### config.mk
export PLATFORM = sky130hd
export DESIGN_NAME = r5p_alu
export DESIGN_NICKNAME = d
export VERILOG_FILES = /design/src/riscv_isa_pkg.sv /design/src/r5p_alu.sv
export VERILOG_INCLUDE_DIRS = /design/src
export SDC_FILE = /design/constraint.sdc
export NUM_CORES = 1
export LEC_CHECK = 0
export ABC_AREA = 1
export BUFFER_PORTS_ARGS = -buffer_cell sky130_fd_sc_hd__buf_2
export CAP_MARGIN = 10
export CORE_MARGIN = 2
export CORE_UTILIZATION = 35
export DETAILED_ROUTE_END_ITERATION = 6
export GPL_TIMING_DRIVEN = 0
export MAX_ROUTING_LAYER = met4
export SLEW_MARGIN = 40
export SYNTH_ARGS = -nofsm -noshare
export SYNTH_HDL_FRONTEND = slang
export SYNTH_SLANG_ARGS = --single-unit
### constraint.sdc
create_clock -name vclk -period 7.3
set_clock_uncertainty 0.2 [all_clocks]
set_input_delay 1.095 -clock vclk [all_inputs]
set_output_delay 1.095 -clock vclk [all_outputs]
set_load 0.02 [all_outputs]
### src/r5p_config.svh
// width and register count for the execute slice
// the word groups need XLEN of 64, at 32 they decode as illegal
`ifndef R5P_CONFIG_SVH
`define R5P_CONFIG_SVH

////////////////////////////////////////
// core geometry
////////////////////////////////////////

`define XLEN    64  // data path width
`define GPR_NUM 32  // general purpose registers, x0 included

`endif

### src/riscv_isa_pkg.sv
// RV64I subset types shared by decoder, ALU and write-back
// wb_t data width follows XLEN from r5p_config.svh
`default_nettype none

`include "r5p_config.svh"

package riscv_isa_pkg;

  ////////////////////////////////////////
  // major opcodes
  ////////////////////////////////////////

  typedef enum logic [6:0] {
    OPC_LUI       = 7'b0110111,
    OPC_AUIPC     = 7'b0010111,
    OPC_OP_IMM    = 7'b0010011,
    OPC_OP        = 7'b0110011,
    OPC_OP_IMM_32 = 7'b0011011,  // word immediate ops
    OPC_OP_32     = 7'b0111011   // word register ops
  } opc_t;

  ////////////////////////////////////////
  // ALU control
  ////////////////////////////////////////

  // operand pair selection
  typedef enum logic [1:0] {
    AI_R1_R2 = 2'd0,  // rs1, rs2
    AI_R1_IM = 2'd1,  // rs1, imm
    AI_PC_IM = 2'd2   // pc, imm
  } ai_t;

  // result width
  typedef enum logic [1:0] {
    R_X  = 2'd0,  // full XLEN
    R_SW = 2'd1,  // signed word
    R_UW = 2'd2   // unsigned word
  } rt_t;

  // {funct7[5], funct3}, top bit doubles as invert flag for operand 2
  typedef enum logic [3:0] {
    AO_ADD  = 4'b0_000,
    AO_SUB  = 4'b1_000,
    AO_SLL  = 4'b0_001,
    AO_SLT  = 4'b0_010,
    AO_SLTU = 4'b0_011,
    AO_XOR  = 4'b0_100,
    AO_SRL  = 4'b0_101,
    AO_SRA  = 4'b1_101,
    AO_OR   = 4'b0_110,
    AO_AND  = 4'b0_111
  } ao_t;

  typedef struct packed {
    ai_t ai;  // input select
    ao_t ao;  // operation
    rt_t rt;  // result width
  } alu_t;

  ////////////////////////////////////////
  // write-back record
  ////////////////////////////////////////

  typedef struct packed {
    logic [4:0]       adr;  // destination register
    logic [`XLEN-1:0] dat;  // result
  } wb_t;

endpackage: riscv_isa_pkg

`default_nettype wire

### src/r5p_alu.sv
// combinational ALU, word ops handle the low 32 bits and sign extend
// clk and rst_n are unused here and reserved for a pipelined variant
`default_nettype none

`include "r5p_config.svh"

module r5p_alu #(
  parameter int unsigned XLEN = `XLEN
)(
  input  logic                clk,
  input  logic                rst_n,
  input  riscv_isa_pkg::alu_t ctl,   // from decoder
  input  logic [XLEN-1:0]     imm,   // immediate
  input  logic [XLEN-1:0]     pc,    // instruction address
  input  logic [XLEN-1:0]     rs1,   // source 1 data
  input  logic [XLEN-1:0]     rs2,   // source 2 data
  output logic [XLEN-1:0]     rd     // result
);

  import riscv_isa_pkg::*;

  localparam int unsigned SAW = $clog2(XLEN);  // shift amount width

  logic [XLEN-1:0] in1;  // selected input 1
  logic [XLEN-1:0] in2;  // selected input 2
  logic [XLEN-1:0] op1;  // input 1 after word narrowing
  logic [XLEN-1:0] op2;  // input 2, maybe inverted
  logic            inv;  // subtract
  logic            sgn;  // keep sign of a narrowed word
  logic [SAW-1:0]  sa;   // shift amount
  logic [XLEN-1:0] sum;
  logic [XLEN-1:0] val;  // full width result

  ////////////////////////////////////////
  // operand selection
  ////////////////////////////////////////

  always_comb begin
    case (ctl.ai)
      AI_R1_IM: begin
        in1 = rs1;
        in2 = imm;
      end
      AI_PC_IM: begin
        in1 = pc;
        in2 = imm;
      end
      default: begin
        in1 = rs1;
        in2 = rs2;
      end
    endcase
  end

  // SRLW needs zeros above bit 31, SRAW the sign
  assign sgn = (ctl.rt == R_SW) && (ctl.ao == AO_SRA);

  always_comb begin
    case (ctl.rt)
      R_SW, R_UW: op1 = sgn ? XLEN'($signed(in1[31:0])) : XLEN'(in1[31:0]);
      default:    op1 = in1;
    endcase
  end

  assign inv = ctl.ao[3];  // funct7 bit 5
  assign op2 = inv ? ~in2 : in2;

  // two's complement subtract via carry in
  assign sum = op1 + op2 + XLEN'(inv);

  // 6 bit amount at 64, 5 bit for words
  assign sa = (ctl.rt == R_X) ? in2[SAW-1:0] : SAW'(in2[4:0]);

  ////////////////////////////////////////
  // operations
  ////////////////////////////////////////

  always_comb begin
    case (ctl.ao)
      AO_ADD,
      AO_SUB:  val = sum;
      AO_SLT:  val = XLEN'($signed(in1) < $signed(in2));
      AO_SLTU: val = XLEN'(in1 < in2);
      AO_XOR:  val = in1 ^ in2;
      AO_OR:   val = in1 | in2;
      AO_AND:  val = in1 & in2;
      AO_SLL:  val = op1 << sa;                 // barrel shifter
      AO_SRL:  val = op1 >> sa;
      AO_SRA:  val = $unsigned($signed(op1) >>> sa);
      default: val = sum;
    endcase
  end

  // word results sign extend from bit 31
  assign rd = (ctl.rt == R_X) ? val : XLEN'($signed(val[31:0]));

endmodule: r5p_alu

`default_nettype wire

==> impl_results.md <==
- Port buffer count: 328
- Hold Path Class: in2out
- Failing checks: design-rule violations, negative setup slack
- WL per Instance: 32.41 um
- # fillers: 7298
- CP max stage delay: 630 ps
- Layout Area Growth over Synthesis: 13.52%
- Netlist cell types: 58
- Crit path max-delay cell type: o21ai_0
- Slew Limit Fails: 0
- Max Freq: 0.1368 GHz
- RSZ-0062 raised after global routing: no
- Io pins: 330
- Dpl hpwl: 147400 um
- Routed vias/inst: 6.270
- Outcome: complete, but fails checks
- Hold_buf cts: 0
- Clock buffer count: 0
- First DRT Iteration DRCs: 5439
- Seq cells: 0
- Fin util: 40.19%
- Worst setup margin: -11.09 ps
- Commonest cells in the netlist: nand2_1, nand3_1, inv_1
- Drc violations: 11
- Register area share after synthesis: 0%
- Endpoints failing hold: 0
- Syn_nets: 4736
- # rows: 91
- Largest net degree at the start of global routing: 29
- WP data arrival: 6020 ps
- Total of max-cap violations: 0
- Synthesized area: 0.02180 mm2
- Die Y: 253.6 um
- Cells after Synth: 4234
- Top-area cell type share of the netlist area: 23.26%
- Die ar.: 0.06431 mm2
- WHS: 2655 ps
- Ranking of synthesized cells by area: nand2_1, nand3_1, ha_1
- Yosys warns: 0
- Initial Utilization: 35.40%
- CP cell instances: buf_2, inv_1, ha_1, inv_1, buf_1, nand2_1, nand2_1, nand2_1, nand3_2, nor2_1, nand2_1, o21ai_1, a21oi_1, o21ai_0, o21ai_0, nand3_1, buf_2
- Antenna violations before repair: 14
- Vias: 33988
- Slew HR: 29.41%
- Crit path max fanout: 10
- Syn Area/Cell: 5.150 um2
- Share of layout cells above drive strength 1: 15.67%
- Grt total ovfl: 0
- Area leader, netlist: nand2_1
- Area of the multi-input gates: 0.01896 mm2
- Post-layout min period: 7311 ps
- Setup crit start kind: input pin
- Finished Layout Cells: 5421
- CP most frequent cell: nand2_1
- Actual slew at the worst max-slew pin: 1052 ps
- Sequential cell area: 0 um2
- Placed Instances: 5400
- GRT Total Usage: 54.47%
- Die W: 253.6 um
- CP Class: in2out
- Critical Path End Type: output port
- Most common cell in the netlist: nand2_1
- Vias in the first global route: 30863
- Core footprint: 0.06160 mm2
- First-pass GRT wire length: 236200 um
- Placer Congestion: 1.188
- Final #Nets: 5068
- Post-route antenna net violation count: 0
- Setup Viol. Count Final: 1
- TritonRoute pass-1 iters: 7
- Final wirelength: 175700 um
- Required @ worst endpoint: 6000 ps
- Final period util: 100.2%
- Setup TNS: -11.09 ps
-- layer usage --
layer	GRT usage [%]	share of wire, %	up-vias
met3	19.84	13	895
met5	-	0	-
met4	46.42	11	0
li1	-	-	14693
met1	60.16	36	15714
met2	77.47	40	2686
-- cell families after synthesis --
family	after synthesis	synth area share, %
and+or+nand+nor	2565	51.27
buffers and inverters	673	13.40
AOI/OAI and AO/OA	667	18.00
adders and majority gates	236	13.58
xor gates and xnor gates	90	3.615
muxes	3	0.1377
-- what timing repair did --
| action | CTS | global route |
|---|---|---|
| gates resized for setup | 38 | 27 |
| endpoints found under the setup margin | 44 | 32 |
| pin swaps | 3 | 0 |
| buffers inserted | 3 | 2 |
| gates cloned | 0 | 0 |
-- layout by cell type (no fill, tap or decap), types with 8 or more instances in the layout --
cell / netlist / layout
nor2_2: 3 / 9
buf_6: 17 / 22
o21ai_0: 213 / 177
inv_2: 31 / 31
o21bai_1: 8 / 8
nor2_1: 272 / 266
buf_2: 84 / 414
buf_1: 35 / 21
a31oi_1: 16 / 16
nand3_1: 706 / 706
o21ai_1: 40 / 66
nor3_1: 19 / 19
or2_2: 50 / 50
nand2_1: 1351 / 1350
nand3b_1: 18 / 18
diode_2: 0 / 20
inv_1: 418 / 418
nand2_2: 76 / 77
xor2_1: 89 / 89
o22ai_1: 21 / 21
clkbuf_1: 67 / 48
a21o_1: 8 / 8
ha_1: 235 / 233
o21ai_2: 33 / 42
o211ai_1: 44 / 44
nand4_1: 44 / 44
clkbuf_2: 0 / 15
o221ai_1: 11 / 11
buf_4: 10 / 18
a221oi_1: 35 / 35
a21oi_1: 209 / 205
o21a_1: 11 / 11
-- path summary, 6_finish.rpt --
kind | slack, ps | cells after the start | end | startpoint
worst max-delay path | -10 | 17 | rd[30] | ctl[1]
worst min-delay path | 2660 | 6 | rd[9] | pc[9]
-- per-stage QoR --
stage | worst slack, ps | area [um2]
after floorplan | 1291 | 21800
after global placement | -1523 | 24490
after detailed placement | -984.5 | 24540
after CTS | 7.577 | 24620
after global routing | 10.96 | 24750
final | -11.09 | 24750
-- critical path, delay by kind of cell --
family	cells	cell delay, ps
AOI/OAI and AO/OA	4	1440
adders and majority gates	1	310
buffers and inverters	5	1240
and+or+nand+nor	7	1900
-- final cells by class --
type	count	share of cell area, %
well taps	837	4.231
multi-input cells	3561	76.61
repair buffers	335	6.834
plain buffers	217	5.282
diodes	20	0.2022
inverters	451	6.839
