`config.mk`:
```
export PLATFORM = sky130hd
export DESIGN_NAME = r5p_decode
export DESIGN_NICKNAME = d
export VERILOG_FILES = /design/src/riscv_isa_pkg.sv /design/src/r5p_decode.sv
export VERILOG_INCLUDE_DIRS = /design/src
export SDC_FILE = /design/constraint.sdc
export NUM_CORES = 1
export LEC_CHECK = 0
export BUFFER_PORTS_ARGS = -buffer_cell sky130_fd_sc_hd__buf_2
export CORE_UTILIZATION = 35
export DETAILED_ROUTE_END_ITERATION = 12
export PLACE_DENSITY = 0.87
export REMOVE_ABC_BUFFERS = 1
export SYNTH_ARGS = -nofsm -noshare
export SYNTH_HDL_FRONTEND = slang
export SYNTH_SLANG_ARGS = --single-unit
```
`constraint.sdc`:
```
create_clock -name vclk -period 3.9
set_clock_uncertainty 0.05 [all_clocks]
set_input_delay 0.78 -clock vclk [all_inputs]
set_output_delay 0.78 -clock vclk [all_outputs]
set_load 0.05 [all_outputs]
```
`src/r5p_config.svh`:
```
// width and register count for the execute slice
// the word groups need XLEN of 64, at 32 they decode as illegal
`ifndef R5P_CONFIG_SVH
`define R5P_CONFIG_SVH

////////////////////////////////////////
// core geometry
////////////////////////////////////////

`define XLEN    64  // data path width
`define GPR_NUM 32  // general purpose registers, x0 included

`endif

```
`src/riscv_isa_pkg.sv`:
```
// RV64I subset types shared by decoder, ALU and write-back
// wb_t data width follows XLEN from r5p_config.svh
`default_nettype none

`include "r5p_config.svh"

package riscv_isa_pkg;

  ////////////////////////////////////////
  // major opcodes
  ////////////////////////////////////////

  typedef enum logic [6:0] {
    OPC_LUI       = 7'b0110111,
    OPC_AUIPC     = 7'b0010111,
    OPC_OP_IMM    = 7'b0010011,
    OPC_OP        = 7'b0110011,
    OPC_OP_IMM_32 = 7'b0011011,  // word immediate ops
    OPC_OP_32     = 7'b0111011   // word register ops
  } opc_t;

  ////////////////////////////////////////
  // ALU control
  ////////////////////////////////////////

  // operand pair selection
  typedef enum logic [1:0] {
    AI_R1_R2 = 2'd0,  // rs1, rs2
    AI_R1_IM = 2'd1,  // rs1, imm
    AI_PC_IM = 2'd2   // pc, imm
  } ai_t;

  // result width
  typedef enum logic [1:0] {
    R_X  = 2'd0,  // full XLEN
    R_SW = 2'd1,  // signed word
    R_UW = 2'd2   // unsigned word
  } rt_t;

  // {funct7[5], funct3}, top bit doubles as invert flag for operand 2
  typedef enum logic [3:0] {
    AO_ADD  = 4'b0_000,
    AO_SUB  = 4'b1_000,
    AO_SLL  = 4'b0_001,
    AO_SLT  = 4'b0_010,
    AO_SLTU = 4'b0_011,
    AO_XOR  = 4'b0_100,
    AO_SRL  = 4'b0_101,
    AO_SRA  = 4'b1_101,
    AO_OR   = 4'b0_110,
    AO_AND  = 4'b0_111
  } ao_t;

  typedef struct packed {
    ai_t ai;  // input select
    ao_t ao;  // operation
    rt_t rt;  // result width
  } alu_t;

  ////////////////////////////////////////
  // write-back record
  ////////////////////////////////////////

  typedef struct packed {
    logic [4:0]       adr;  // destination register
    logic [`XLEN-1:0] dat;  // result
  } wb_t;

endpackage: riscv_isa_pkg

`default_nettype wire

```
`src/r5p_decode.sv`:
```
// combinational decoder for OP, OP-IMM, OP-32, OP-IMM-32, LUI and AUIPC
// everything else, loads, branches and CSRs included, raises ill
`default_nettype none

`include "r5p_config.svh"

module r5p_decode (
  input  logic [31:0]         ins,      // instruction word
  output riscv_isa_pkg::alu_t ctl,      // ALU control
  output logic [`XLEN-1:0]    imm,      // selected immediate
  output logic [4:0]          rs1_adr,  // source 1
  output logic [4:0]          rs2_adr,  // source 2
  output logic [4:0]          rd_adr,   // destination
  output logic                ill       // undecodable
);

  import riscv_isa_pkg::*;

  opc_t             opc;
  logic [2:0]       f3;
  logic [6:0]       f7;
  logic [`XLEN-1:0] imm_i;     // I-type, sign extended
  logic [`XLEN-1:0] imm_u;     // U-type, sign extended
  logic             no_word;   // word groups absent at XLEN 32
  logic             sh5_bad;   // shamt bit 5 set on a 32 bit core
  logic             f7_bad;    // funct7 other than 0000000 / 0100000

  assign opc = opc_t'(ins[6:0]);
  assign f3  = ins[14:12];
  assign f7  = ins[31:25];

  assign imm_i = `XLEN'($signed(ins[31:20]));
  assign imm_u = `XLEN'($signed({ins[31:12], 12'h000}));

  assign no_word = (`XLEN < 64);
  assign sh5_bad = no_word && ins[25];
  assign f7_bad  = ({f7[6], f7[4:0]} != 6'd0);

  // register fields, LUI adds imm to x0
  assign rs1_adr = (opc == OPC_LUI) ? 5'd0 : ins[19:15];
  assign rs2_adr = ins[24:20];
  assign rd_adr  = ins[11:7];

  always_comb begin
    ctl = '{ai: AI_R1_R2, ao: AO_ADD, rt: R_X};  // R-type, full width
    imm = imm_i;
    ill = 1'b0;
    case (opc)
      OPC_LUI: begin
        ctl.ai = AI_R1_IM;
        imm    = imm_u;
      end
      OPC_AUIPC: begin
        ctl.ai = AI_PC_IM;  // pc + imm
        imm    = imm_u;
      end
      OPC_OP_IMM: begin
        ctl.ai = AI_R1_IM;
        case (f3)
          3'b001: begin
            ctl.ao = AO_SLL;
            ill    = (ins[31:26] != 6'd0) || sh5_bad;  // shamt only
          end
          3'b101: begin
            ctl.ao = ins[30] ? AO_SRA : AO_SRL;
            ill    = ins[31] || (ins[29:26] != 4'd0) || sh5_bad;
          end
          default: ctl.ao = ao_t'({1'b0, f3});  // no SUB with immediate
        endcase
      end
      OPC_OP: begin
        ctl.ao = ao_t'({f7[5], f3});
        // bit 5 only legal on SUB and SRA
        ill = f7_bad || (f7[5] && (f3 != 3'b000) && (f3 != 3'b101));
      end
      OPC_OP_32: begin
        ctl.rt = R_SW;
        ctl.ao = ao_t'({f7[5], f3});
        ill    = no_word || f7_bad;
        if ((f3 != 3'b000) && (f3 != 3'b001) && (f3 != 3'b101)) begin
          ill = 1'b1;  // no word compares or logic
        end
        if (f7[5] && (f3 == 3'b001)) begin
          ill = 1'b1;  // no arithmetic left shift
        end
      end
      OPC_OP_IMM_32: begin
        ctl.ai = AI_R1_IM;
        ctl.rt = R_SW;
        ill    = no_word;
        case (f3)
          3'b000: ctl.ao = AO_ADD;  // ADDIW
          3'b001: begin
            ctl.ao = AO_SLL;
            ill    = no_word || (f7 != 7'd0);
          end
          3'b101: begin
            ctl.ao = f7[5] ? AO_SRA : AO_SRL;
            ill    = no_word || f7_bad;
          end
          default: ill = 1'b1;
        endcase
      end
      default: ill = 1'b1;  // unsupported major opcode
    endcase
  end

endmodule: r5p_decode

`default_nettype wire

```
==> summary.txt, run 1 <==
Worst setup path
  – CP startpoint: ins[6]
  – Max FO, Critical Path: 11
  – Req. time, crit path: 3.07 ns
  – Critical path class: input pin to output port
  – CP startpoint kind: input pin
  – Critical Path End Type: output port
  – WP data arrival: 2.27 ns

Final layout
  – Share of layout cells above drive strength 1: 0.6284
  – Diode count: 0
  – Area Growth Syn to Fin: 27.37%
  – Sequential Area: 0 sq um
  – Post-route cell area: 1095 sq um
  – FF+latch count: 0
  – Clock Buffer Count: 0
  – Layout Nets: 217

Power and ir drop
  – Psw: 0.0001989 W
  – P_int: 0.00005615 W
  – IR drop worst, VDD: 0.1836 mV
  – Leak pwr: 0.7311 nW
  – Net Sw Frac: 0.7798
  – Sequential share of power: 0
  – Clock power frac: 0
  – Combinational share of power: 1.000
  – Pwr per Cell Area: 232.9 nW/um^2

Yosys
  – Post-Synth Adder-Cell Area: 0
  – Netlist Area Pre-Place: 859.6 sq um
  – Seq/Total Area, Yosys: 0
  – Yosys cell types: 26
  – Mapped Cells: 120
  – Synth top area share: 0.3843
  – Post-synthesis mux area share: 0
  – Mean Syn Cell Area: 7.163 sq um
  – Compound-gate portion of the synthesized area: 0.2314
  – Most common cell in the netlist: buf_4
  – YS warnings: 0
  – Top post-synthesis cells by count: buf_4, a21o_1, nor2b_1
  – Xor/xnor share of the synthesized area: 0
  – Largest family of logic cells by synthesized area: buffers and inverters
  – Top cells by area, synth: buf_4, a21o_1, nor2b_1
  – Cell taking the most area after synthesis: buf_4
  – Synth Area in Simple Gates: 0.3319

Detailed routing
  – Antenna-violating nets left: 0
  – Final wirelength: 2289 microns
  – First DRT Iteration DRCs: 10
  – Drc violations: 0
  – Vias: 935
  – Drt pass-1 iters: 4
  – DR vias/cell: 4.431
  – Routed wire length per instance: 10.85 microns

Die
  – Core Area: 2255 sq um
  – Die Height: 51.56 microns
  – Die width: 51.56 microns
  – Row count: 17
  – Top-Level Pins: 120
  – Die area: 2658 sq um
  – Starting Density: 0.3812

Hold path
  – Hold Startpoint: ins[9]
  – Min-delay worst type: input pin to output port

Placement
  – Final HPWL DP: 1929 microns
  – Port Buffers: 109
  – Routability cong.: 0.6814
  – Placed cell area: 1095 sq um

Timing
  – Period utilization: 0.7955
  – Min Clock Period, post-route: 3.103 ns
  – Worst slew pin tran: 0.6561 ns
  – Rel. slew slack: 0.5617
  – Final hold violation count: 0
  – Final setup fails: 0
  – Setup TNS: 0 ns
  – Final slew viol count: 0
  – RSZ-0062 raised after global routing: no
  – Peak Freq: 322.3 MHz

Global routing
  – Grt ovf: 0
  – Largest net degree at the start of global routing: 35
  – All-Layer GR Usage: 0.1508
  – Initial antenna violation count: 0
  – Vias in the first global route: 692
  – First-pass GRT wire length: 3174 microns

CTS
  – CTS resizes: 0
  – Post-CTS Setup Repair Bufs: 0
  – CTS Hold Bufs: 0

Run status
  – Status: complete, no violations

Run
  – Max_cap viols: 0
critical path, stage by stage:
cell,delay [ns]
buf_2,0.09
nand4b_4,0.17
nor3b_4,0.06
nor2b_1,0.52
buf_4,0.29
a21o_1,0.10
buf_2,0.25
power groups by stage:
stage / clock [W] / combinational (W) / sequential, W
5_1_grt: 0 / 0.000267 / 0
2_1_floorplan: 0 / 0.000112 / 0
6_report: 0 / 0.000255 / 0
3_5_place_dp: 0 / 0.000256 / 0
4_1_cts: 0 / 0.000256 / 0
3_3_place_gp: 0 / 0.000254 / 0
final timing paths:
kind / slack, ns / to / depth (start not counted)
setup / recovery: 0.80 / imm[12] / 7
hold / removal: 1.51 / rd_adr[2] / 0
layer usage:
metal | track usage | wire (microns)
met3 | 0.02339 | 205
met1 | 0.1667 | 854
met2 | 0.3095 | 1229
met5 | 0 | 0
met4 | 0.004505 | 0
cells by family after synthesis:
| kind of cell | count (synthesis) |
|---|---|
| buffers and inverters | 50 |
| AOI/OAI and AO/OA | 28 |
| other | 1 |
| and+or+nand+nor | 41 |
per-stage QoR:
| stage | hold WS [ns] | cells | total power, W | worst slack [ns] | util |
|---|---|---|---|---|---|
| after floorplan | 1.510 | 71 | 0.0001119 | 0.2235 | - |
| after global placement | 1.510 | 211 | 0.0002539 | 0.8392 | 0.4856 |
| after detailed placement | 1.510 | 211 | 0.0002562 | 0.7696 | 0.4856 |
| after CTS | 1.510 | 211 | 0.0002564 | 0.7633 | 0.4856 |
| after global routing | 1.510 | 211 | 0.0002675 | 0.5953 | 0.4856 |
| final | 1.510 | 211 | 0.0002550 | 0.7975 | 0.4856 |
layout by cell type (no fill, tap or decap), types with 2 or more instances in the layout:
master,count
a21o_1,19
a21oi_1,2
and2_1,6
and3b_1,2
buf_2,109
buf_4,3
nand2_1,2
nand2b_1,2
nor2_1,2
nor2b_1,15
nor3_1,5
o21ai_0,3
layout make-up:
class                           instances  area (sq um)
Tap cell                               28         35.03
Inverter                                1         3.754
Fill cell                             253          1160
Timing Repair Buffer                  112         568.0
Multi-Input combinational cell         70         488.0
(Power assumes the default switching activity.)
==> run 2, diff against run 1 <==
--- a/config.mk
+++ b/config.mk
@@ -7,9 +7,9 @@
 export NUM_CORES = 1
 export LEC_CHECK = 0
 export BUFFER_PORTS_ARGS = -buffer_cell sky130_fd_sc_hd__buf_2
-export CORE_UTILIZATION = 35
+export CORE_UTILIZATION = 29
 export DETAILED_ROUTE_END_ITERATION = 12
-export PLACE_DENSITY = 0.87
+export PLACE_DENSITY = 0.76
 export REMOVE_ABC_BUFFERS = 1
 export SYNTH_ARGS = -nofsm -noshare
 export SYNTH_HDL_FRONTEND = slang
==> constraint.sdc (replaced) <==
create_clock -name vclk -period 2.8
set_clock_uncertainty 0.05 [all_clocks]
set_input_delay 0.56 -clock vclk [all_inputs]
set_output_delay 0.56 -clock vclk [all_outputs]
set_load 0.05 [all_outputs]
==> run 2 against run 1 <==
Effect of this change:
- cell area increased by 1.0%
- die area increased by 20%
- count of clock-buffer cells in the layout unchanged
- hold slack got worse by 0.44 ns
- non-clock buffer count increased by 1
- largest cell class unchanged
- via count increased by 2.0%
- worst setup slack got worse by 0.43 ns
- sequential share of layout area unchanged
- utilization decreased by 8.8 points
- first-iteration DRC count increased by 70%
==> summary.txt, run 2 (same netlist as run 1, synthesis figures left out) <==
Final layout
  – Fin util: 0.3977 (-0.08791)
  – Post-Layout Cell Count: 215 (+1.9%)
  – Commonest non-fill, non-tap cells in the layout: buf_2, a21o_1, nor2b_1
  – FF+latch count: 0 (unchanged)
  – Layout Nets: 218 (+0.46%)
  – Commonest non-fill, non-tap cell in the layout: buf_2
  – Clock Buffer Count: 0 (unchanged)
  – Fillcell total: 302 (+19%)
  – Diode count: 0 (unchanged)
  – Share of layout cells above drive strength 1: 0.6304 (+0.002019)
  – Sequential Area: 0 sq um (unchanged)
  – Area Growth Syn to Fin: 28.68%

Die
  – Die width: 56.45 microns (+9.5%)
  – Top-Level Pins: 120 (unchanged)
  – Row count: 19 (+2)
  – Core Area: 2781 sq um (+23%)
  – Die Height: 56.45 microns (+9.5%)
  – Die area: 3186 sq um (+20%)
  – Starting Density: 0.3090 (-0.07220)

Hold path
  – Min-delay worst type: input pin to output port
  – Hold path depth: 0 (unchanged)

Run status
  – Status: complete, no violations

Power and ir drop
  – Pwr Total: 0.0003544 W (+39%)
  – Pwr per Cell Area: 320.4 nW/um^2 (+38%)
  – IR drop worst, VDD: 0.2879 mV (+57%)
  – Leak pwr: 0.7366 nW (+0.74%)

Worst setup path
  – Sequence of cells on the critical path: buf_2 > nand4b_4 > nor3b_4 > buf_4 > nor2b_1 > buf_2
  – WP data arrival: 1.82 ns (-0.45 ns)
  – Critical path class: input pin to output port
  – Worst Path Buf+Inv: 3 (unchanged)
  – Req. time, crit path: 2.19 ns (-0.88 ns)
  – CP startpoint kind: input pin
  – Critical Path End Type: output port
  – Cell family with most CP delay: buffers and inverters
  – Max FO, Critical Path: 20 (+9)
  – Levels on crit path: 6 (-1)
  – Crit path top cell by count: buf_2
  – Slowest cell on crit path: nor3b_4
  – Crit-path max cell delay: 0.27 ns (-0.25 ns)

Timing
  – Final setup fails: 0 (unchanged)
  – Min Clock Period, post-route: 2.432 ns
  – Period utilization: 0.8684
  – Final hold violation count: 0 (unchanged)
  – RSZ-0062 raised after global routing: no
  – Final slew viol count: 0 (unchanged)
  – Setup TNS: 0 ns (unchanged)
  – Peak Freq: 411.3 MHz

Placement
  – Routability cong.: 0.8195 (+20%)
  – Cells after DPL: 215 (+1.9%)
  – Final HPWL DP: 1922 microns (-0.35%)
  – Port Buffers: 109 (unchanged)

CTS
  – Post-CTS Setup Repair Bufs: 0 (unchanged)
  – CTS Hold Bufs: 0 (unchanged)
  – CTS resizes: 0 (unchanged)

Global routing
  – Largest net degree at the start of global routing: 34 (-2.9%)
  – First-pass GRT wire length: 3298 microns (+3.9%)
  – Initial antenna violation count: 0 (unchanged)
  – Vias in the first global route: 717 (+3.6%)
  – Grt ovf: 0 (unchanged)
  – All-Layer GR Usage: 0.1223 (-0.02848)

Detailed routing
  – Drc violations: 0 (unchanged)
  – Final wirelength: 2234 microns (-2.4%)
  – Vias: 954 (+2.0%)
  – Routed wire length per instance: 10.39 microns (-4.2%)
  – First DRT Iteration DRCs: 17 (+7)
  – Drt pass-1 iters: 4 (unchanged)
  – DR vias/cell: 4.437 (+0.13%)
  – Antenna-violating nets left: 0 (unchanged)

Run
  – Max_cap viols: 0 (unchanged)
==> run 2: cell types whose count changed in the layout (fill, tap and decap cells not counted) <==
cell and delta:
buf_4 +1
==> run 2: worst paths after layout <==
| kind | from | to | slack (ns) |
|---|---|---|---|
| min | ins[9] | rd_adr[2] | 1.07 |
| max | ins[6] | ctl[7] | 0.37 |
==> run 2: area by class of cell <==
cell class                      instances  area [sq um]  share of cell area
Tap cell                               31         38.79             0.03507
Multi-Input combinational cell         70         488.0              0.4412
Inverter                                1         3.754            0.003394
Timing Repair Buffer                  113         575.6              0.5204
==> run 2: routing by layer <==
metal | up-vias | part of all wire | global-route usage | wire length, microns
met5 | - | 0 | 0 | 0
met3 | 0 | 0.060 | 0.01152 | 133
met2 | 45 | 0.52 | 0.2286 | 1172
li1 | 495 | - | - | -
met1 | 414 | 0.42 | 0.1595 | 928
met4 | 0 | 0 | 0 | 0
==> run 2: where the power goes <==
| group | switching, W | internal, W |
|---|---|---|
| Clock | 0 | 0 |
| Sequential | 0 | 0 |
| Combinational | 0.000276 | 0.0000783 |
==> run 2: per-stage QoR <==
step           worst slack (ns)  instance area (sq um)  hold slack, ns
4_1_cts                  0.3397                   1106           1.070
2_1_floorplan           -0.4365                  491.7           1.070
6_report                 0.3685                   1106           1.070
3_3_place_gp             0.3775                   1106           1.070
3_5_place_dp             0.3432                   1106           1.070
5_1_grt                  0.2302                   1106           1.070
==> run 3, diff against run 2 <==
--- a/config.mk
+++ b/config.mk
@@ -10,7 +10,6 @@
 export CORE_UTILIZATION = 29
 export DETAILED_ROUTE_END_ITERATION = 12
 export PLACE_DENSITY = 0.76
-export REMOVE_ABC_BUFFERS = 1
 export SYNTH_ARGS = -nofsm -noshare
 export SYNTH_HDL_FRONTEND = slang
 export SYNTH_SLANG_ARGS = --single-unit
==> run 3 against run 2 <==
Effect of this change:
- flip-flop and latch count did not move
- global-route usage fell by 0.57 points
- via count increased by 1.3%
- sequential share of layout area unchanged
- critical path depth is the same
- non-clock buffer count stayed put
- largest cell class unchanged
- highest routed layer unchanged
==> summary.txt, run 3 (same netlist as run 1, synthesis figures left out) <==
Run status
  – Status: complete, no violations

Final layout
  – FF+latch count: 0 (unchanged)
  – Diode count: 0 (unchanged)
  – Commonest non-fill, non-tap cell in the layout: buf_2
  – Commonest non-fill, non-tap cells in the layout: buf_2, a21o_1, nor2b_1
  – Sequential Area: 0 sq um (unchanged)
  – Fin util: 0.3977 (unchanged)
  – Share of layout cells above drive strength 1: 0.6304 (unchanged)
  – Area Growth Syn to Fin: 28.68% (unchanged)
  – Layout Nets: 218 (unchanged)
  – Clock Buffer Count: 0 (unchanged)

Worst setup path
  – Sequence of cells on the critical path: buf_2 > nand4b_4 > nor3b_4 > buf_4 > nor2b_1 > buf_2
  – WP data arrival: 1.86 ns (+0.04 ns)
  – CP startpoint kind: input pin
  – Critical Path End Type: output port
  – Crit path top cell by count: buf_2
  – Crit-path max cell delay: 0.29 ns (+0.02 ns)
  – Max FO, Critical Path: 25 (+25%)
  – Req. time, crit path: 2.19 ns (about the same)
  – Critical path class: input pin to output port
  – Slowest cell on crit path: buf_4
  – Cell family with most CP delay: buffers and inverters
  – Worst Path Buf+Inv: 3 (unchanged)

Power and ir drop
  – Net Sw Frac: 0.7790 (about the same)
  – Clock power frac: 0 (unchanged)
  – P_int: 0.00007832 W (about the same)
  – Combinational share of power: 1.000 (about the same)
  – Pwr per Cell Area: 320.4 nW/um^2 (about the same)
  – Psw: 0.0002761 W (about the same)
  – IR drop worst, VDD: 0.2747 mV (-4.6%)
  – Leak pwr: 0.7366 nW (unchanged)
  – Sequential share of power: 0 (unchanged)

Global routing
  – First-pass GRT wire length: 3167 microns (-4.0%)
  – Largest net degree at the start of global routing: 34 (unchanged)
  – Met3 GRT Util: 0.004608 (-0.006912)
  – All-Layer GR Usage: 0.1166 (-0.005733)
  – Met1 usage: 0.1553 (-0.004161)
  – Grt ovf: 0 (unchanged)
  – Initial antenna violation count: 0 (unchanged)
  – Busiest grt layer: met2
  – Met2 Track Usage GR: 0.2168 (-0.01176)
  – Vias in the first global route: 695 (-3.1%)

Die
  – Die Height: 56.45 microns (unchanged)
  – Top-Level Pins: 120 (unchanged)
  – Die width: 56.45 microns (unchanged)
  – Core Area: 2781 sq um (unchanged)
  – Die area: 3186 sq um (unchanged)
  – Starting Density: 0.3090 (unchanged)
  – Row count: 19 (unchanged)

Timing
  – Peak Freq: 405.4 MHz (-1.4%)
  – Final slew viol count: 0 (unchanged)
  – Final hold violation count: 0 (unchanged)
  – Min Clock Period, post-route: 2.467 ns (+0.03511 ns)
  – Min Hold Slack: 1.070 ns (-0.0002300 ns)
  – Period utilization: 0.8809 (+0.01254)
  – Setup TNS: 0 ns (unchanged)
  – Final setup fails: 0 (unchanged)
  – Min setup slack post-route: 0.3334 ns (-0.03511 ns)
  – RSZ-0062 raised after global routing: no

Hold path
  – Min-delay worst type: input pin to output port
  – Worst Hold End: rd_adr[2]
  – Hold Startpoint: ins[9]
  – Hold path depth: 0 (unchanged)

Placement
  – Port Buffers: 109 (unchanged)
  – Final HPWL DP: 1879 microns (-2.2%)
  – Pre-CTS setup slack: 0.3198 ns (-0.02340 ns)
  – Routability cong.: 0.6835 (-17%)

Run
  – Max_cap viols: 0 (unchanged)

Detailed routing
  – DR vias/cell: 4.493 (+1.3%)
  – Antenna-violating nets left: 0 (unchanged)
  – Drc violations: 0 (unchanged)
  – Final wirelength: 2187 microns (-2.1%)
  – First DRT Iteration DRCs: 14 (-3)
  – Routed wire length per instance: 10.17 microns (-2.1%)
  – Drt pass-1 iters: 2 (-2)
  – Vias: 966 (+1.3%)

CTS
  – CTS Hold Bufs: 0 (unchanged)
  – CTS resizes: 0 (unchanged)
  – Post-CTS Setup Repair Bufs: 0 (unchanged)

Yosys
  – Net Count, Synth: 152
## run 3: per-stage QoR
stage | instance area (sq um) | std cells | total power [W]
after global placement | 1106 | 215 | 0.0003544
after CTS | 1106 | 215 | 0.0003567
after detailed placement | 1106 | 215 | 0.0003562
after global routing | 1106 | 215 | 0.0003690
final | 1106 | 215 | 0.0003544
after floorplan | 859.6 | 120 | 0.0003253
## run 3: power groups by stage
stage | Sequential [W] | Clock [W] | Combinational [W]
after floorplan | 0 | 0 | 0.000325
after global placement | 0 | 0 | 0.000354
after detailed placement | 0 | 0 | 0.000356
after CTS | 0 | 0 | 0.000357
after global routing | 0 | 0 | 0.000369
final | 0 | 0 | 0.000354
## run 3: routing by layer
layer,vias to the layer above,part of all wire,routed length [microns]
met2,53,0.50,1104
met4,0,0,0
li1,490,-,-
met3,0,0.069,151
met5,-,0,0
met1,423,0.43,931
## run 3: layout make-up
class                      instances  area, sq um
timing repair buffer             113        575.6
fill                             304         1675
inverter                           1        3.754
tap                               31        38.79
multi-input combinational         70        488.0
## run 3: worst max-delay path by stage
stage	start	to	slack, ns	cells after the start
5_1_grt	ins[6]	ctl[7]	0.25	6
3_3_place_gp	ins[6]	ctl[7]	0.36	6
3_5_place_dp	ins[6]	ctl[7]	0.32	6
6_report	ins[6]	ctl[7]	0.33	6
4_1_cts	ins[6]	ctl[7]	0.32	6
2_1_floorplan	ins[6]	ctl[7]	0.21	4
